File: src/include/conv_settings.svh
`ifndef CONV_SETTINGS_SVH
`define CONV_SETTINGS_SVH

// engine size
`define CONV_LANES              4
`define CONV_TAPS               8

// datapath widths
`define CONV_SAMPLE_W           16
`define CONV_COEF_W             16
`define CONV_ACC_W              36      // 32-bit product plus 4 guard bits
`define CONV_ADDR_W             12

// register map
`define CONV_REG_STATUS         12'h000
`define CONV_REG_DATA           12'h004
`define CONV_REG_COEF_BASE      12'h100
`define CONV_COEF_LANE_STRIDE   12'h020
`define CONV_COEF_TAP_STRIDE    12'h004
`define CONV_REG_RESULT_BASE    12'h200
`define CONV_RESULT_LANE_STRIDE 12'h008 // low word then high word

`endif

File: src/hw/conv_pkg.sv
`include "conv_settings.svh"

package conv_pkg;

    typedef logic signed [`CONV_SAMPLE_W-1:0]              sample_t;
    typedef logic signed [`CONV_COEF_W-1:0]                coef_t;
    typedef logic signed [`CONV_SAMPLE_W+`CONV_COEF_W-1:0] product_t;
    typedef logic signed [`CONV_ACC_W-1:0]                 acc_t;
    typedef logic [$clog2(`CONV_TAPS)-1:0]                 tap_idx_t;
    typedef logic [7:0]                                    block_cnt_t;
    typedef logic [`CONV_ADDR_W-1:0]                       apb_addr_t;
    typedef logic [31:0]                                   apb_data_t;

    // all taps of one filter, tap 0 in the low bits
    typedef coef_t [`CONV_TAPS-1:0] coef_bank_t;

    typedef struct packed {
        logic     valid;
        logic     first;
        logic     last;
        tap_idx_t tap;
        sample_t  sample;
    } lane_in_t;

    typedef struct packed {
        logic valid;    // only on the last tap of a block
        acc_t acc;
    } lane_out_t;

    typedef struct packed {
        logic      psel;
        logic      penable;
        logic      pwrite;
        apb_addr_t paddr;
        apb_data_t pwdata;
    } apb_req_t;

    typedef struct packed {
        apb_data_t prdata;
        logic      pready;
        logic      pslverr;
    } apb_rsp_t;

    typedef enum logic {
        feed_idle,
        feed_block
    } feeder_state_e;

endpackage

File: src/hw/conv_feeder.sv
`timescale 1ns/1ps
`include "conv_settings.svh"

module conv_feeder (
    input  logic               clk,
    input  logic               rst,
    input  logic               sample_wr,
    input  conv_pkg::sample_t  sample_data,
    output conv_pkg::lane_in_t lane_in,
    output logic               busy
);

    conv_pkg::feeder_state_e state;
    conv_pkg::tap_idx_t      tap_cnt;    // tap of the next sample
    logic                    block_end;
    logic                    valid_q;
    logic                    first_q;
    logic                    last_q;
    conv_pkg::tap_idx_t      tap_q;
    conv_pkg::sample_t       sample_q;

    assign block_end = tap_cnt == conv_pkg::tap_idx_t'(`CONV_TAPS - 1);

    always_ff @(posedge clk or posedge rst) begin
        if (rst) begin
            state   <= conv_pkg::feed_idle;
            tap_cnt <= '0;
            valid_q <= 1'b0;
            first_q <= 1'b0;
            last_q  <= 1'b0;
            tap_q   <= '0;
        end else begin
            valid_q <= sample_wr;
            if (sample_wr) begin
                first_q <= tap_cnt == '0;
                last_q  <= block_end;
                tap_q   <= tap_cnt;
                tap_cnt <= block_end ? '0 : tap_cnt + 1'b1;
            end
            case (state)
                conv_pkg::feed_idle: begin
                    if (sample_wr && !block_end) state <= conv_pkg::feed_block;
                end
                conv_pkg::feed_block: begin
                    if (sample_wr && block_end) state <= conv_pkg::feed_idle;
                end
                default: state <= conv_pkg::feed_idle;
            endcase
        end
    end

    always_ff @(posedge clk) begin
        if (sample_wr) sample_q <= sample_data;
    end

    always_comb begin
        lane_in.valid  = valid_q;
        lane_in.first  = first_q;
        lane_in.last   = last_q;
        lane_in.tap    = tap_q;
        lane_in.sample = sample_q;
    end

    assign busy = state == conv_pkg::feed_block;

    // first tap only when the write arrived while idle
    tap_sequence: assert property (
        @(posedge clk) disable iff (rst)
        lane_in.valid |-> lane_in.first == !$past(busy)
    );

endmodule

File: config.mk
export PLATFORM = sky130hd
export DESIGN_NAME = conv_feeder
export DESIGN_NICKNAME = d
export VERILOG_FILES = /design/src/hw/conv_pkg.sv /design/src/hw/conv_feeder.sv
export VERILOG_INCLUDE_DIRS = /design/src /design/src/include
export SDC_FILE = /design/constraint.sdc
export NUM_CORES = 1
export LEC_CHECK = 0
export ABC_AREA = 1
export BUFFER_PORTS_ARGS = -buffer_cell sky130_fd_sc_hd__buf_2
export CAP_MARGIN = 20
export CORE_MARGIN = 2
export CORE_UTILIZATION = 45
export CTS_BUF_LIST = sky130_fd_sc_hd__clkbuf_4
export DETAILED_ROUTE_END_ITERATION = 6
export PLACE_DENSITY = 0.77
export SLEW_MARGIN = 20
export SYNTH_ARGS = -nofsm -noshare
export SYNTH_HDL_FRONTEND = slang
export SYNTH_SLANG_ARGS = --single-unit
File: constraint.sdc
create_clock -name clk -period 1.7 [get_ports clk]
set_clock_uncertainty 0.1 [all_clocks]
set_input_delay 0.17 -clock clk [delete_from_list [all_inputs] [get_ports clk]]
set_output_delay 0.17 -clock clk [all_outputs]
set_load 0.03 [all_outputs]
* Word-level counts from Yosys, hierarchy flattened
Cells that the tools add are included.
** Word-level totals
- Output and inout port bits :: 23
- Input port bits :: 19
- Latch bits :: 0
- Memories :: 0
- Bits in writable memories :: 0
- Bits in read-only memories :: 0
- Register bits :: 26
- Word-level logic and storage cells :: 18
** Cells by class
- Divide/modulo/power cells :: 0
- Bitwise logic cells :: 1
- Equality and inequality tests :: 1
- Reduce and logical (&&, ||, !) cells :: 4
- Order comparisons :: 0
- Mux-type cells :: 4
- Shifts and indexed selects :: 0
- $add $sub $neg :: 1
- Multipliers :: 0
** Operator list (count)
- $add A3 B1 Y3 const B :: 1
- $eq A3 B3 Y1 const B :: 1
- $logic_not A3 Y1 :: 1
- $mux W3 :: 1
- $logic_and A1 B1 Y1 :: 2
- $mux W1 :: 2
- $pmux W1 S2 :: 1
- $logic_not A1 Y1 :: 1
- $not A1 Y1 :: 1

* Longest topological paths before layout
Gate-level depths: netlist of run 1.
- Depth in word-level cells :: 5
- Depth in mapped cells :: 5
- Depth with buffers taken out :: 5

* Worst setup path before layout of run 1
OpenSTA, ideal clock, no wires.
- Path type :: reg-to-reg
- Start :: register tap_cnt[0]
- End :: register tap_cnt[2]
- Data required time :: 1.474 ns
- Period minus slack after synthesis :: 1.189 ns
- Cell stages (with the launch flop) :: 5
- Library setup time :: 0.126 ns
- Path slack :: 0.511 ns
- Buffers on the path :: 0
- Data arrival time :: 0.963 ns
- Cell sequence :: dfrtp_1 > ha_1 > ha_1 > nand2_1 > o21ai_0
** Between the ends
- Word-level cells in the longest chain between the ends :: 2
- Elaborated cells on any way between the ends :: 3
- Classes of those cells :: add/sub (1); eq/ne (1); mux (1)
** RTL lines
- from (decl) :: RTL line conv_feeder.sv:14 : conv_pkg::tap_idx_t tap_cnt;
- from (signal assigned) :: RTL line conv_feeder.sv:38 : tap_cnt <= block_end ? '0 : tap_cnt + 1'b1;
- $add A3 B1 Y3 / $eq A3 B3 Y1 (equally long branches) :: RTL line conv_feeder.sv:38, conv_feeder.sv:22
- $mux W3 (*) :: RTL line conv_feeder.sv:38
Every way passes the cells marked *; elsewhere a longest branch is shown, timed or not.
A chain may end at the register's enable or synchronous reset.

* Worst setup path in the final report of run 1
Same ends and word-level chain as after synthesis.

==> results of run 1 <==
## sequential cells by signal, summed over array words and instances (netlist names), named ones only
register,cells
valid_q,1
tap_q,3
sample_q,16
last_q,1
first_q,1
tap_cnt,3
## path summary, 6_finish.rpt
path / end / depth (start not counted) / slack [ns] / startpoint
worst max-delay path: tap_cnt[2]$_DFFE_PP0P_ / 4 / 0.43 / tap_cnt[0]$_DFFE_PP0P_
worst min-delay path: tap_cnt[0]$_DFFE_PP0P_ / 3 / 0.14 / sample_wr
worst max register to register: tap_cnt[2]$_DFFE_PP0P_ / 4 / 0.43 / tap_cnt[0]$_DFFE_PP0P_
worst min register to register: last_q$_DFFE_PP0P_ / 2 / 0.39 / last_q$_DFFE_PP0P_
max in group asynchronous: tap_q[0]$_DFFE_PP0P_ / 3 / 0.95 / rst
min in group asynchronous: tap_cnt[2]$_DFFE_PP0P_ / 3 / 0.27 / rst
## power groups by stage
stage | Sequential [µW] | Combinational, µW | Clock [µW]
after floorplan | 955 | 176 | 0
after global placement | 832 | 394 | 0
after detailed placement | 837 | 403 | 0
after CTS | 824 | 436 | 262
after global routing | 841 | 476 | 295
final | 826 | 434 | 256
## stage by stage
step	hold WS (ns)	setup WS (ns)	utilization	area (µm²)
after global placement	0.0498	0.481	0.589	1160
after global routing	0.146	0.351	0.689	1350
final	0.142	0.426	0.689	1350
after floorplan	-0.0898	0.511	-	936
after CTS	0.129	0.403	0.689	1350
after detailed placement	0.0749	0.436	0.589	1160
## cells by family (layout without fill, tap and decap cells)
| logic type | Yosys count | count (layout) | synth area share |
|---|---|---|---|
| buf+inv | 9 | 69 | 0.0561 |
| compound gates | 6 | 6 | 0.0441 |
| flops | 26 | 26 | 0.781 |
| simple gates | 16 | 16 | 0.0655 |
| fa+ha+maj | 4 | 4 | 0.0535 |
## per-layer routing
metal | track usage | routed length (µm) | up-vias
li1 | - | - | 321
met2 | 0.284 | 1020 | 28
met5 | 0 | 0 | -
met3 | 0.0212 | 70 | 4
met1 | 0.187 | 700 | 314
met4 | 0.0741 | 40 | 0
## what timing repair did
item,CTS,global route
hold buffers,17,0
buffers inserted,0,0
hold endpoints to repair,26,0
## worst min-delay path, cell delays in order
cell and delay (ns):
buf_2 0.21, nand2_1 0.10, nand2_1 0.04
## cell usage after synthesis
cell	instances	share of area
inv_2	1	0.0040
o21ai_0	2	0.011
nand2_1	14	0.056
dfrtp_1	10	0.27
edfxtp_1	16	0.51
nand3_1	1	0.0053
buf_6	1	0.012
inv_1	4	0.016
ha_1	4	0.053
buf_4	3	0.024
nor2_1	1	0.0040
o21ai_2	3	0.028
o21ai_1	1	0.0053
## layout make-up
type / count / area, µm²
flip-flops and latches: 26 / 731
fillers: 163 / 609
repair buffers: 60 / 390
multi-input cells: 26 / 153
well taps: 27 / 33.8
clock buffers: 3 / 22.5
inverters: 5 / 18.8
clock inverters: 1 / 3.75
==> flow_summary.ini, run 1 <==
[status]
status = finished, final reports clean

[timing]
tightest_slew_ns = 0.386
slew_violations = 0
period_minus_slack_ns = 1.27
finalSetupViolCount = 0
rsz0062_at_grt = no
fin_tns_setup_ns = 0
hold_viol = 0
period_share = 0.750
fmax_mhz = 785
relSlewSlack = 0.742

[setup_path]
crit_type = flip-flop to flip-flop
slowest_stage = dfrtp_1
worstPathMaxFanout = 4
cpMostUsedCell = ha_1
cp_cell_sequence = ha_1, ha_1, nand2_1, o21ai_0
endpoint_kind = flip-flop
critPathLaunchType = flip-flop
cp.arrival_ns = 1.37
required_ns = 1.80
crit_buf_inv = 0
critPathMaxStageDelay_ns = 0.43
crit_family = adder cells

[detailed_routing]
ant_nets = 0
avgRoutedWirePerCell_um = 12.4
wl_mm = 1.83
drt-vias-per-instance = 4.51
drt_first_iter_violations = 7
drc = 0
num_vias = 667
dr.pass1.iters = 4

[synth]
ys_ff_latch = 26
syn_area_per_cell_um2 = 15.3
syn_nets = 84
syn_area_um2 = 936
synth.distinct_cells = 13
ys_seq_area_frac = 0.781
postSynthCellCount = 61
yosysWarningCount = 0

[floorplan]
die_w_um = 49.6
rows = 16
core_area_mm2 = 0.00196
die_y_um = 49.6
pin_count = 42
die_area_mm2 = 0.00246
start_util = 0.477

[final_layout]
diodes = 0
area_growth_pct = 44.5
stdcell_count = 148
layout_commonest_cell = buf_2
nNetsFinal = 145
most-common-layout-cells = 41 x buf_2, 17 x dlygate4sd3_1, 16 x edfxtp_1
drive_gt1_frac = 0.413

[pwr]
p_per_area_mw_per_mm2 = 1120
p_clk_frac = 0.169
combPwrFrac = 0.286
intPower_uw = 1010
p_leak_uw = 0.000648
p_seq_frac = 0.545
p_total_uw = 1520
vdd_drop_max_mv = 0.620
p_sw_uw = 504
switching_share = 0.332

[global_routing]
grt_pass1_vias = 628
grt_overflow = 0
track_usage = 0.159
grt_pass1_wl_mm = 2.89
antenna_found_initial = 0
grt_max_degree = 18

[cts]
cts-htree-levels = 1
tritoncts = built
cts_inserted_buffers = 3
clockBufferDepth = 2
post_cts_resized = 0
clock_latency_ns = 0.31
clock-sinks = 26
cts-root-buf = clkbuf_4
cts.clk_slew.worst_paths_ns = 0.13

[job]
cap_viol_max_count = 0

[placement]
dp_cells = 127
routabilityCongestion = 0.779
dp_hpwl_mm = 1.13
port_buffers = 41

[hold_path]
min_path_type = primary input to flip-flop
Note: power is estimated with default switching activity, not from simulation.
==> inputs of run 2 (changes only) <==
- CORE_UTILIZATION: 45 -> 43
- clock period: 1.7 -> 1.1 ns (I/O delays scaled with it)
==> flow_summary.ini, run 2 (synthesis gave the netlist of run 1 again) <==
[status]
status = complete, but fails checks
violations = negative setup slack

[final_layout]
largest_reg_flops = 16
seq_area_um2 = 731
most-common-layout-cells = 23 x buf_6, 18 x dlygate4sd3_1, 18 x buf_2
nNetsFinal = 153
diodes = 0
largest-register = sample_q
top_regs = sample_q: 16 flops, tap_cnt: 3 flops, tap_q: 3 flops
multi_input_area_um2 = 185
layout_commonest_cell = buf_6
n_fill_cell = 105
utilization = 0.801
drive_gt1_frac = 0.481
area_growth_pct = 71.4

[timing]
fmax_mhz = 860
relSlewSlack = 0.727
period_minus_slack_ns = 1.16
period_share = 1.06
tightest_slew_ns = 0.409
fin_tns_setup_ns = -0.509
fin_ws_ns = -0.0626
finalSetupViolCount = 18
slew_violations = 0
hold_viol = 0
rsz0062_at_grt = yes

[setup_path]
worstPathMaxFanout = 3
endpoint_kind = flip-flop
crit_type = flip-flop to flip-flop
cp.arrival_ns = 1.32
critPathLaunchType = flip-flop
required_ns = 1.26

[global_routing]
grt_pass1_wl_mm = 3.36
grt_max_degree = 15
grt_pass1_vias = 695
use_met1 = 0.207
grt_overflow = 0
grt.busiest_layer = met2
use_met3 = 0.0298
antenna_found_initial = 0
track_usage = 0.191
gr-usage-met2 = 0.346

[floorplan]
rows = 16
die_w_um = 50.7
die_y_um = 50.7
core_area_mm2 = 0.00200
die_area_mm2 = 0.00257
pin_count = 42
start_util = 0.468

[job]
cap_viol_max_count = 0

[detailed_routing]
drt-vias-per-instance = 4.61
avgRoutedWirePerCell_um = 16.0
drt_first_iter_violations = 6
drc = 0
num_vias = 719
wl_mm = 2.50
ant_nets = 0
dr.pass1.iters = 5

[cts]
tritoncts = built
cts-root-buf = clkbuf_4
cts.clk_slew.worst_paths_ns = 0.12
clockBufferDepth = 2
cts-htree-levels = 1
cts_inserted_buffers = 3
clock_latency_ns = 0.32
clock-sinks = 26

[hold_path]
min_path_type = primary input to flip-flop

[pwr]
vdd_drop_max_mv = 1.15
p_total_uw = 2750
p_leak_uw = 0.000734
p_per_area_mw_per_mm2 = 1710

[placement]
dp_hpwl_mm = 1.19
port_buffers = 41
routabilityCongestion = 0.719
## run 2: worst max-delay path, cell delays in order (launching register included)
cell     delay [ns]
dfrtp_1        0.45
ha_4           0.19
ha_4           0.26
nand2_2        0.04
o21ai_1        0.07
## run 2: worst paths after layout
kind | from | endpoint | slack, ns | cells after the start
max reg2reg | tap_cnt[0]$_DFFE_PP0P_ | tap_cnt[2]$_DFFE_PP0P_ | -0.06 | 4
min reg2reg | tap_q[2]$_DFFE_PP0P_ | tap_q[2]$_DFFE_PP0P_ | 0.43 | 2
min | sample_wr | tap_cnt[0]$_DFFE_PP0P_ | 0.04 | 3
max | tap_cnt[0]$_DFFE_PP0P_ | tap_cnt[2]$_DFFE_PP0P_ | -0.06 | 4
max in group asynchronous | rst | last_q$_DFFE_PP0P_ | 0.41 | 3
min in group asynchronous | rst | tap_q[1]$_DFFE_PP0P_ | 0.18 | 3
## run 2: repair_timing
item | CTS | global route
buffers inserted | 5 | 1
hold buffers | 18 | 0
endpoints found under the hold margin | 27 | 0
gates resized for setup | 18 | 44
endpoints found under the setup margin | 15 | 27
## run 2: layout make-up
cell class,count,area share
well taps,27,0.0211
flip-flops and latches,26,0.456
clock inverters,1,0.00234
repair buffers,68,0.380
multi-input cells,26,0.115
clock buffers,3,0.0140
inverters,5,0.0117
## run 2: power by group
group / internal (µW) / switching (µW)
Combinational: 484 / 502
Sequential: 1200 / 136
Clock: 134 / 290
## run 2: routing by layer
layer	vias up	part of all wire
met5	-	0
met4	0	0.032
met3	7	0.060
met2	37	0.56
met1	336	0.35
li1	339	-
## run 2: metrics by stage
| step | instances | hold slack, ns | cell area (µm²) | setup WS (ns) |
|---|---|---|---|---|
| final | 156 | 0.0420 | 1600 | -0.0626 |
| after global routing | 156 | 0.0337 | 1600 | -0.129 |
| after CTS | 155 | 0.0399 | 1500 | -0.0517 |
| after detailed placement | 128 | 0.00152 | 1190 | -0.0511 |
| after global placement | 128 | 0.00179 | 1190 | -0.0123 |
| after floorplan | 61 | -0.150 | 951 | 0.00928 |
