## src/include/conv_settings.svh

```systemverilog
`ifndef CONV_SETTINGS_SVH
`define CONV_SETTINGS_SVH

// engine size
`define CONV_LANES              4
`define CONV_TAPS               8

// datapath widths
`define CONV_SAMPLE_W           16
`define CONV_COEF_W             16
`define CONV_ACC_W              36      // 32-bit product plus 4 guard bits
`define CONV_ADDR_W             12

// register map
`define CONV_REG_STATUS         12'h000
`define CONV_REG_DATA           12'h004
`define CONV_REG_COEF_BASE      12'h100
`define CONV_COEF_LANE_STRIDE   12'h020
`define CONV_COEF_TAP_STRIDE    12'h004
`define CONV_REG_RESULT_BASE    12'h200
`define CONV_RESULT_LANE_STRIDE 12'h008 // low word then high word

`endif

```

## src/hw/conv_pkg.sv

```systemverilog
`include "conv_settings.svh"

package conv_pkg;

    typedef logic signed [`CONV_SAMPLE_W-1:0]              sample_t;
    typedef logic signed [`CONV_COEF_W-1:0]                coef_t;
    typedef logic signed [`CONV_SAMPLE_W+`CONV_COEF_W-1:0] product_t;
    typedef logic signed [`CONV_ACC_W-1:0]                 acc_t;
    typedef logic [$clog2(`CONV_TAPS)-1:0]                 tap_idx_t;
    typedef logic [7:0]                                    block_cnt_t;
    typedef logic [`CONV_ADDR_W-1:0]                       apb_addr_t;
    typedef logic [31:0]                                   apb_data_t;

    // all taps of one filter, tap 0 in the low bits
    typedef coef_t [`CONV_TAPS-1:0] coef_bank_t;

    typedef struct packed {
        logic     valid;
        logic     first;
        logic     last;
        tap_idx_t tap;
        sample_t  sample;
    } lane_in_t;

    typedef struct packed {
        logic valid;    // only on the last tap of a block
        acc_t acc;
    } lane_out_t;

    typedef struct packed {
        logic      psel;
        logic      penable;
        logic      pwrite;
        apb_addr_t paddr;
        apb_data_t pwdata;
    } apb_req_t;

    typedef struct packed {
        apb_data_t prdata;
        logic      pready;
        logic      pslverr;
    } apb_rsp_t;

    typedef enum logic {
        feed_idle,
        feed_block
    } feeder_state_e;

endpackage

```

## src/hw/conv_collector.sv

```systemverilog
`timescale 1ns/1ps
`include "conv_settings.svh"

module conv_collector (
    input  logic                 clk,
    input  logic                 rst,
    input  conv_pkg::lane_out_t  lane_outs [`CONV_LANES],
    input  logic                 done_clr,
    output conv_pkg::acc_t       results [`CONV_LANES],
    output logic                 done,
    output conv_pkg::block_cnt_t block_cnt
);

    logic capture;

    // lanes run in lockstep so lane 0 speaks for all
    assign capture = lane_outs[0].valid;

    always_ff @(posedge clk or posedge rst) begin
        if (rst) begin
            for (int l = 0; l < `CONV_LANES; l++) begin
                results[l] <= '0;
            end
            block_cnt <= '0;
        end else if (capture) begin
            for (int l = 0; l < `CONV_LANES; l++) begin
                results[l] <= lane_outs[l].acc;
            end
            block_cnt <= block_cnt + 1'b1;  // wraps at 255
        end
    end

    // sticky done, a completion beats a clear in the same cycle
    always_ff @(posedge clk or posedge rst) begin
        if (rst) begin
            done <= 1'b0;
        end else if (capture) begin
            done <= 1'b1;
        end else if (done_clr) begin
            done <= 1'b0;
        end
    end

    // every lane sees the same feeder stream
    for (genvar l = 1; l < `CONV_LANES; l++) begin : g_lockstep
        lanes_in_lockstep: assert property (
            @(posedge clk) disable iff (rst)
            lane_outs[l].valid == lane_outs[0].valid
        );
    end

endmodule

```

## config.mk

```make
export PLATFORM = sky130hd
export DESIGN_NAME = conv_collector
export DESIGN_NICKNAME = d
export VERILOG_FILES = /design/src/hw/conv_pkg.sv /design/src/hw/conv_collector.sv
export VERILOG_INCLUDE_DIRS = /design/src /design/src/include
export SDC_FILE = /design/constraint.sdc
export NUM_CORES = 1
export LEC_CHECK = 0
export ABC_AREA = 1
export BUFFER_PORTS_ARGS = -buffer_cell sky130_fd_sc_hd__buf_2
export CAP_MARGIN = 20
export CORE_MARGIN = 4
export CORE_UTILIZATION = 41
export DETAILED_ROUTE_END_ITERATION = 12
export PLACE_DENSITY = 0.76
export RECOVER_POWER = 25
export SLEW_MARGIN = 0
export SYNTH_ARGS = -nofsm -noshare
export SYNTH_HDL_FRONTEND = slang
export SYNTH_SLANG_ARGS = --single-unit
```

## constraint.sdc

```tcl
create_clock -name clk -period 4.75 [get_ports clk]
set_clock_uncertainty 0.1 [all_clocks]
set_input_delay 0.2375 -clock clk [delete_from_list [all_inputs] [get_ports clk]]
set_output_delay 0.2375 -clock clk [all_outputs]
set_load 0.05 [all_outputs]
```

# [Word-level counts from Yosys, hierarchy flattened]
# Index checks and enable logic that the tools add are counted.
[classes] add_sub_neg=1 muxes=2 reduce_logical=1
[op_table] operator="adder 8 x 1 -> 8 bit (second input constant)" count=1
[op_table] operator="2-to-1 mux 1 bit" count=2
[op_table] operator="nonzero test 2 bit" count=1
[totals] reg_bits=153 output_inout_bits=153

# [Longest topological paths before layout]
# Gate-level depths: netlist of the first run.
[depth] word_depth=2 mapped_depth=7 depth_no_buf=6

# [Least setup slack after synthesis of the first run]
# No wires, ideal clock.
[synth_timing] path_type="reg-to-reg" from="reg block_cnt[0]" to="reg block_cnt[6]" setup_ns=0.142 t_arrival_ns=1.270 required_ns=4.508 setup_slack_ns=3.237 stages_incl_launch_ff=6 path_cell_list="dfrtp_1 ha_1 nand2_2 nor2_2 nand2_1 xnor2_1"
[synth_between] elab_chain_len=1
[synth_rtl] element="start: declaration" line_no="conv_collector.sv:11" source="output conv_pkg::block_cnt_t block_cnt"
[synth_rtl] element="start signal: assignment" line_no="conv_collector.sv:29" source="block_cnt <= block_cnt + 1'b1;"
[synth_rtl] element="adder 8 x 1 -> 8 bit" line_no="conv_collector.sv:29"
# Every way passes these cells.
# A chain may end at the register's enable or synchronous reset.

==> results of run 1 <==
## metal layers
layer | track usage [%] | vias up | part of all wire [%]
li1 | - | 2844 | -
met4 | 11.4 | 0 | 3.3
met3 | 7.51 | 57 | 9.4
met2 | 41.6 | 323 | 50
met5 | 0 | - | 0
met1 | 27.6 | 2803 | 38
## registers in the layout, summed over array words and instances (netlist names)
signal and flops:
results 144, done 1, block_cnt 8
## power breakdown
group / total, W / switching [W] / internal (W)
clock network: 0.00124 / 0.000504 / 0.000739
registers: 0.00154 / 0.0000998 / 0.00144
logic: 0.00108 / 0.000786 / 0.000296
total: 0.00387 / 0.00139 / 0.00248
## synthesized netlist by cell type (all sizes together)
library cell | instances | area (sq um)
xnor2 | 1 | 8.76
nand3 | 5 | 25.0
buf | 33 | 319
dfrtp | 153 | 3830
nor2 | 4 | 17.5
ha | 1 | 12.5
a21o | 1 | 7.51
o21ai | 2 | 10.0
xor2 | 3 | 26.3
inv | 11 | 43.8
nand2 | 446 | 1680
## path summary, 6_finish.rpt
kind	to	slack, ns
worst max-delay path	results[5]$_DFFE_PP0P_	2.35
worst min register to register	results[48]$_DFFE_PP0P_	0.36
min in group asynchronous	results[73]$_DFFE_PP0P_	0.60
worst min-delay path	results[77]$_DFFE_PP0P_	0.30
worst max register to register	block_cnt[6]$_DFFE_PP0P_	3.45
max in group clk	results[72]$_DFFE_PP0P_	2.72
## logic make-up (layout without fill, tap and decap cells)
| group | count (synthesis) | after routing | share of synthesized area [%] |
|---|---|---|---|
| xor+xnor | 4 | 4 | 0.586 |
| compound gates | 3 | 3 | 0.293 |
| simple gates | 455 | 455 | 28.8 |
| buf+inv | 44 | 491 | 6.07 |
| fa+ha+maj | 1 | 1 | 0.209 |
| flops | 153 | 153 | 64.1 |
## worst min-delay path, stage by stage
cell	delay (ns)
buf_4	0.32
nand2_1	0.14
nand2_1	0.05
## area by class of cell
class / count / area share, %
clock inverters: 8 / 0.783
well taps: 180 / 2.39
inverters: 11 / 0.478
multi-input cells: 463 / 18.9
flip-flops and latches: 153 / 40.6
repair buffers: 450 / 31.9
clock buffers: 22 / 4.92
## metrics by stage
stage	power, W	util [%]	hold slack (ns)	cells
detailed placement	0.00254	52.6	0.341	1110
global placement	0.00252	52.6	0.336	1110
finish	0.00387	66.9	0.296	1287
global route	0.00405	66.9	0.319	1287
CTS	0.00388	66.8	0.286	1286
floorplan	0.00227	-	0.245	660
==> flow_summary.yaml, run 1 <==
cts:
  numCtsBuffers: 17
  clk_pin_slew_ns: 0.06
  cts_max_level: 4
  post_cts.repair.setup_buffers: 0
  cts.path.max_buffers: 2
  clock-root-buffer: "clkbuf_16"
  cts_hold_buf: 146
  insertion_delay_ns: 0.41
  tritoncts: "done"
  clock_sinks: 153
  post_cts_resized: 0
min_path:
  hold_class: "in2reg"
  holdPathStages: 3
  worstHoldStart: "lane_outs[147]"
timing:
  tightest_slew_ns: 1.49
  setup_ws_ns: 2.35
  period_minus_slack_ns: 2.40
  final_hold_viol_count: 0
  maxSlewHeadroom_pct: -0.0249
  slew_viol_final: 1
  setup_tns_ns: 0
  fmax_ghz: 0.417
  rsz0062_at_grt: "no"
  setup_viol: 0
  layout_worst_path_cycle_share_pct: 50.4
placement:
  gp_congestion: 0.776
  pre_cts_slack_ns: 2.30
  dp_hpwl_mm: 11.3
  dpl_cell_area_sq_um: 7410
  port_buffers: 300
setup_path:
  cp_cell_sequence: "dlygate4sd3_1 > clkbuf_1 > clkinvlp_2 > buf_16 > buf_4"
  r2r-start: "block_cnt[0]$_DFFE_PP0P_"
  crit_path_start_kind: "input pin"
  critPathMaxStageDelay_ns: 0.86
  crit_cells: 5
  critPathMaxFanout: 78
  worstSetupPathType: "in2async"
  cpMaxStageDelayCell: "clkinvlp_2"
  crit_arrival_ns: 2.79
  cp-end-kind: "asynchronous set/reset pin"
  r2r_cells: 5
  cp-startpoint: "rst"
  cp.required_ns: 5.15
  cpLargestDelayFamily: "buffers and inverters"
  path_buf_inv: 5
final_layout:
  final_common_cell: "nand2_1"
  syn_to_final_growth_pct: 57.8
  drive_gt1_share_pct: 29.9
  diodes: 0
  regArea_sq_um: 3830
  multi_input_area_sq_um: 1780
  mostFrequentLayoutCells: "446 x nand2_1, 296 x buf_2, 153 x dfrtp_1, 146 x dlygate4sd3_1, 17 x clkbuf_16"
  final_nets: 1248
  design_area_sq_um: 9430
  fillers: 1013
detailed_routing:
  drc_errors: 0
  finalWirelength_mm: 19.7
  post_drt_wl_per_cell_um: 15.3
  drt_first_iter_violations: 327
  vias: 6027
  vias_per_cell: 4.68
  first_pass_iters: 5
  drtAntennaViolNets: 0
synthesis:
  syn_nets: 812
  syn_area_per_cell_sq_um: 9.05
  syn-cell-area_sq_um: 5980
  yosysSeqAreaShare_pct: 64.1
  ys_ff_latch: 153
  ys_types: 16
  netlist_instances: 660
  yosys_warnings: 0
power:
  power_density_nw_per_um2: 410
  p_leak_nw: 5.36
  peakVddDrop_v: 0.000212
die:
  top_level_ports: 304
  std_cell_rows: 43
  die_w_um: 129
  start_util_pct: 42.4
  die-area_sq_um: 16600
  fp.coreArea_sq_um: 14100
  die_y_um: 129
status:
  outcome: "finished, violations left"
  violations: "capacitance limit, slew limit"
flow_run:
  cap_violations: 1
grt:
  grt_pass1_vias: 6313
  grt_pass1_wl_mm: 31.8
  overflow: 0
  grtUsageTotal_pct: 24.2
  antenna_found_initial: 0
  grt_max_degree: 109
No activity file was read; power rests on OpenSTA's default activity.
==> inputs of run 2 (changes only) <==
clock period = 2 ns   (was 4.75 ns; I/O delays follow)
==> flow_summary.yaml, run 2 (synthesis results as in run 1) <==
cts:
  insertion_delay_ns: 0.40
  clock_sinks: 153
  clock-root-buffer: "clkbuf_16"
  cts.path.max_buffers: 2
  tritoncts: "done"
  numCtsBuffers: 17
  cts_max_level: 4
  clk_pin_slew_ns: 0.06
  post_cts_resized: 0
grt:
  antenna_found_initial: 0
  grt_max_degree: 77
  grt_pass1_vias: 6507
  grt_pass1_wl_mm: 32.4
  grtUsageTotal_pct: 24.9
  overflow: 0
placement:
  dp_hpwl_mm: 11.5
  dp.cells: 1114
  gp_congestion: 0.824
  port_buffers: 300
  dpl_cell_area_sq_um: 7500
detailed_routing:
  drt_first_iter_violations: 333
  finalWirelength_mm: 20.7
  wl_met1_mm: 7.63
  first_pass_iters: 4
  top_layer_used: "met4"
  post_drt_wl_per_cell_um: 15.9
  wl_met2_mm: 10.2
  drtAntennaViolNets: 0
  drc_errors: 0
  met3_wirelength_mm: 2.04
  vias_per_cell: 4.78
  vias: 6241
min_path:
  hold_class: "in2async"
final_layout:
  final_nets: 1261
  fillers: 980
  final_common_cell: "nand2_1"
  mostFrequentLayoutCells: "445 x nand2_1, 298 x buf_2, 156 x dlygate4sd3_1, 153 x dfrtp_1, 17 x clkbuf_16"
  finalNonFillerCells: 1305
  largest_reg_flops: 144
  syn_to_final_growth_pct: 61.2
  design_area_sq_um: 9630
  drive_gt1_share_pct: 30.2
  reg_top3: "results x144, block_cnt x8, done x1"
  regMostFlops: "results"
setup_path:
  crit_path_start_kind: "input pin"
  cp-end-kind: "flip-flop"
  critPathMaxStageDelay_ns: 0.54
  cp_cell_sequence: "dlygate4sd3_1 > buf_4 > inv_4 > buf_12 > nand2_1 > nand2_1"
  cpMaxStageDelayCell: "dlygate4sd3_1"
  crit_top_cell: "nand2_1"
  cp.required_ns: 2.24
  critPathMaxFanout: 55
  worstSetupPathType: "in2reg"
  crit_arrival_ns: 1.77
timing:
  slew_viol_final: 0
  period_minus_slack_ns: 1.53
  fmax_ghz: 0.654
  setup_viol: 0
  final_hold_viol_count: 0
  layout_worst_path_cycle_share_pct: 76.4
  rsz0062_at_grt: "no"
  tightest_slew_ns: 1.06
  setup_tns_ns: 0
  maxSlewHeadroom_pct: 29.4
flow_run:
  cap_violations: 0
die:
  die-area_sq_um: 16600
  fp.coreArea_sq_um: 14100
  die_y_um: 129
  top_level_ports: 304
  std_cell_rows: 43
  die_w_um: 129
  start_util_pct: 42.4
power:
  peakVddDrop_v: 0.000604
  p_leak_nw: 5.44
  power_density_nw_per_um2: 979
status:
  outcome: "finished, final reports clean"
run 2: cell count changes in the layout (fill, tap and decap cells not counted):
cell and delta:
nand2_2 +1, clkbuf_1 -2, buf_2 +2, nand2_1 -1, buf_16 -1, bufinv_16 +1, clkbuf_4 +2, dlygate4sd3_1 +10
clkinv_2 -1, clkinvlp_4 -1, buf_4 -1, diode_2 +4, clkbuf_8 +2, buf_12 +3
run 2: worst max-delay path, delay by kind of cell:
kind / cells / cell delay, ns
buf+inv: 4 / 1.43
simple gates: 2 / 0.20
run 2: worst paths after layout:
check                                    startpoint                       end  slack [ns]  cells past startpoint
setup / recovery                     lane_outs[147]   results[39]$_DFFE_PP0P_        0.47                      6
hold / removal                                  rst          done$_DFFE_PP0P_        0.02                      3
setup reg to reg           block_cnt[0]$_DFFE_PP0P_  block_cnt[6]$_DFFE_PP0P_        0.74                      5
hold reg to reg             results[41]$_DFFE_PP0P_   results[41]$_DFFE_PP0P_        0.36                      2
max in group asynchronous                       rst   results[29]$_DFFE_PP0P_        0.49                      4
min in group clk                     lane_outs[138]  results[135]$_DFFE_PP0P_        0.33                      4
run 2: layout make-up:
class                   instances  area (sq um)  area share [%]
diodes                          4          10.0           0.104
clock buffers                  24           492            5.11
clock inverters                 7          91.3           0.948
inverters                      11          45.0           0.468
multi-input cells             463          1780            18.5
flip-flops and latches        153          3830            39.8
well taps                     180           225            2.34
repair buffers                463          3150            32.8
run 2: metal layers:
layer | vias to the layer above | GRT usage [%]
met1 | 2935 | 28.0
met2 | 366 | 42.3
met3 | 66 | 7.93
li1 | 2874 | -
met4 | 0 | 13.0
met5 | - | 0
run 2: where the power goes:
part / total [W] / internal, W / leakage (nW) / switching, W
clock network: 0.00315 / 0.00196 / 0.286 / 0.00119
registers: 0.00367 / 0.00343 / 1.86 / 0.000242
logic: 0.00261 / 0.000724 / 3.30 / 0.00189
total: 0.00943 / 0.00611 / 5.44 / 0.00332
run 2: metrics by stage:
stage	power (W)	worst slack, ns	hold slack, ns	util, %
after global placement	0.00602	0.702	-0.0905	53.2
after floorplan	0.00538	-0.131	0.108	-
after detailed placement	0.00605	0.676	-0.0883	53.2
after CTS	0.00944	0.551	0.0241	68.5
final	0.00943	0.472	0.0157	68.3
after global routing	0.00985	0.243	0.0333	68.2
run 2: repair_timing:
action                                 CTS  global route
hold buffers                           156             0
setup buffers                            0             0
endpoints found under the hold margin  300             0
==> inputs of run 3 (changes only) <==
ABC_AREA = 0   (was 1)
PLACE_DENSITY = 0.77   (was 0.76)
clock period = 1.4 ns   (was 2 ns; I/O delays follow)
==> flow_summary.yaml, run 3 <==
placement:
  dp_hpwl_mm: 10.7
  dpl_cell_area_sq_um: 7540
  port_buffers: 300
  gp_congestion: 0.836
cts:
  clk_pin_slew_ns: 0.06
  tritoncts: "done"
  cts_max_level: 4
  clock-root-buffer: "clkbuf_16"
  insertion_delay_ns: 0.41
  clock_sinks: 153
  numCtsBuffers: 17
  cts.path.max_buffers: 2
  post_cts.repair.setup_buffers: 0
power:
  power_density_nw_per_um2: 1450
  p_leak_nw: 4.61
  peakVddDrop_v: 0.000950
setup_path:
  crit_arrival_ns: 1.18
  crit_path_start_kind: "flip-flop"
  cpLargestDelayFamily: "flip-flops"
  r2r_cells: 2
  r2r-start: "block_cnt[0]$_DFFE_PP0P_"
  cp-end-kind: "primary output"
  cp_cell_sequence: "buf_2"
  cpMaxStageDelayCell: "dfrtp_1"
  critPathMaxStageDelay_ns: 0.45
  critPathMaxFanout: 4
  worstSetupPathType: "reg2out"
  r2r_setup_slack_ns: 0.17
  cp.required_ns: 1.23
  rr_endpoint: "block_cnt[1]$_DFFE_PP0P_"
  path_buf_inv: 1
final_layout:
  largest_reg_flops: 144
  drive_gt1_share_pct: 60.8
  diodes: 0
  final_core_util_pct: 69.3
  reg_top3: "results x144, block_cnt x8, done x1"
  design_area_sq_um: 9590
  syn_to_final_growth_pct: 66.2
  mostFrequentLayoutCells: "297 x buf_2, 152 x dfrtp_1, 147 x dlygate4sd3_1, 145 x mux2_2, 17 x clkbuf_16"
  final_common_cell: "buf_2"
  regMostFlops: "results"
  final_nets: 949
synthesis:
  synthArstFlopShare_pct: 100
  synth_top_area_cell: "dfrtp_1"
  ys_ff_latch: 153
  yosysMostFrequentCell: "dfrtp_1"
  synth_edf_count: 0
  ys_top_cells_by_area: "dfrtp_1 66%, mux2_2 28%, buf_6 1.8%, xnor2_1 0.61%, buf_2 0.52%"
  syn_area_per_cell_sq_um: 17.2
  yosysSeqAreaShare_pct: 66.4
  syn_nets: 487
  netlist_instances: 335
  ys_types: 17
  synth_top_area_share_pct: 66.4
  syn-cell-area_sq_um: 5770
  yosys_warnings: 0
  synth_ff_type: "dfrtp_1"
  post_synth_most_frequent_cells: "153 x dfrtp_1, 145 x mux2_2, 9 x buf_6, 6 x buf_2, 4 x xnor2_1"
grt:
  grt_pass1_wl_mm: 27.8
  overflow: 0
  grt_max_degree: 72
  grtUsageTotal_pct: 22.0
  antenna_found_initial: 0
  grt_pass1_vias: 5399
die:
  std_cell_rows: 43
  start_util_pct: 41.7
  fp.coreArea_sq_um: 13800
  die_y_um: 127
  die_w_um: 127
  die-area_sq_um: 16000
  top_level_ports: 304
detailed_routing:
  vias: 4639
  drtAntennaViolNets: 0
  finalWirelength_mm: 17.1
  first_pass_iters: 4
  vias_per_cell: 4.69
  drt_first_iter_violations: 125
  drc_errors: 0
  post_drt_wl_per_cell_um: 17.3
flow_run:
  cap_violations: 0
timing:
  final_hold_viol_count: 0
  fmax_ghz: 0.740
  rsz0062_at_grt: "no"
  tightest_slew_ns: 0.862
  setup_viol: 0
  slew_viol_final: 0
  layout_worst_path_cycle_share_pct: 96.6
  period_minus_slack_ns: 1.35
  maxSlewHeadroom_pct: 42.5
min_path:
  hold_class: "in2reg"
  hold_end: "results[1]$_DFFE_PP0P_"
  holdPathStages: 3
  worstHoldStart: "lane_outs[1]"
status:
  outcome: "finished, final reports clean"
run 3: metal layers:
layer	part of all wire [%]	wire length (um)	GRT usage, %
met2	52	8830	38.9
met1	37	6340	24.7
met3	8.8	1510	7.28
met5	0	0	0
met4	2.6	440	8.14
run 3: cell families (layout without fill, tap and decap cells):
family	count (synthesis)	after routing	share of synthesized area, %
compound gates	1	1	0.130
xor+xnor	7	7	1.06
fa+ha+maj	1	1	0.217
buf+inv	19	493	2.80
flops	153	153	66.4
mux	145	145	28.3
simple gates	9	9	1.13
run 3: metrics by stage:
stage / TNS [ns] / setup WS, ns / hold WS [ns] / cells / power, W
final: 0 / 0.0480 / 0.324 / 989 / 0.0139
after global placement: 0 / 0.178 / 0.0489 / 811 / 0.00887
after CTS: 0 / 0.00788 / 0.180 / 989 / 0.0140
after detailed placement: 0 / 0.175 / 0.0590 / 811 / 0.00895
after global routing: 0 / 0.0114 / 0.314 / 989 / 0.0145
after floorplan: -107.48 / -0.701 / 0.122 / 335 / 0.00793
run 3: timing repair:
item | 4_1_cts | 5_1_grt
resized for setup | 0 | 2
setup endpoints to repair | 0 | 1
hold buffers | 147 | 0
hold endpoints to repair | 306 | 0
run 3: power by group:
part           total [W]  switching, W  leakage, nW  internal (W)
registers        0.00532      0.000373         1.79       0.00495
logic            0.00391       0.00264         2.52       0.00128
clock network    0.00471       0.00176        0.299       0.00295
total             0.0139       0.00477         4.61       0.00917
run 3: how the worst max path moves through the flow:
| stage | cells after the start | end | start |
|---|---|---|---|
| final | 1 | block_cnt[0] | block_cnt[0]$_DFFE_PP0P_ |
| after global routing | 1 | block_cnt[1] | block_cnt[1]$_DFFE_PP0P_ |
| after CTS | 1 | block_cnt[2] | block_cnt[2]$_DFFE_PP0P_ |
| after detailed placement | 2 | block_cnt[1]$_DFFE_PP0P_ | block_cnt[0]$_DFFE_PP0P_ |
| after global placement | 2 | block_cnt[1]$_DFFE_PP0P_ | block_cnt[0]$_DFFE_PP0P_ |
| after floorplan | 1 | block_cnt[0]$_DFFE_PP0P_ | rst |
run 3: final cells by class:
| cell class | count | area [sq um] |
|---|---|---|
| Clock buffer | 21 | 470 |
| Clock inverter | 10 | 143 |
| Fill cell | 866 | 4240 |
| Inverter | 2 | 8.76 |
| Multi-Input combinational cell | 163 | 1780 |
| Sequential cell | 153 | 3830 |
| Tap cell | 180 | 225 |
| Timing Repair Buffer | 460 | 3130 |
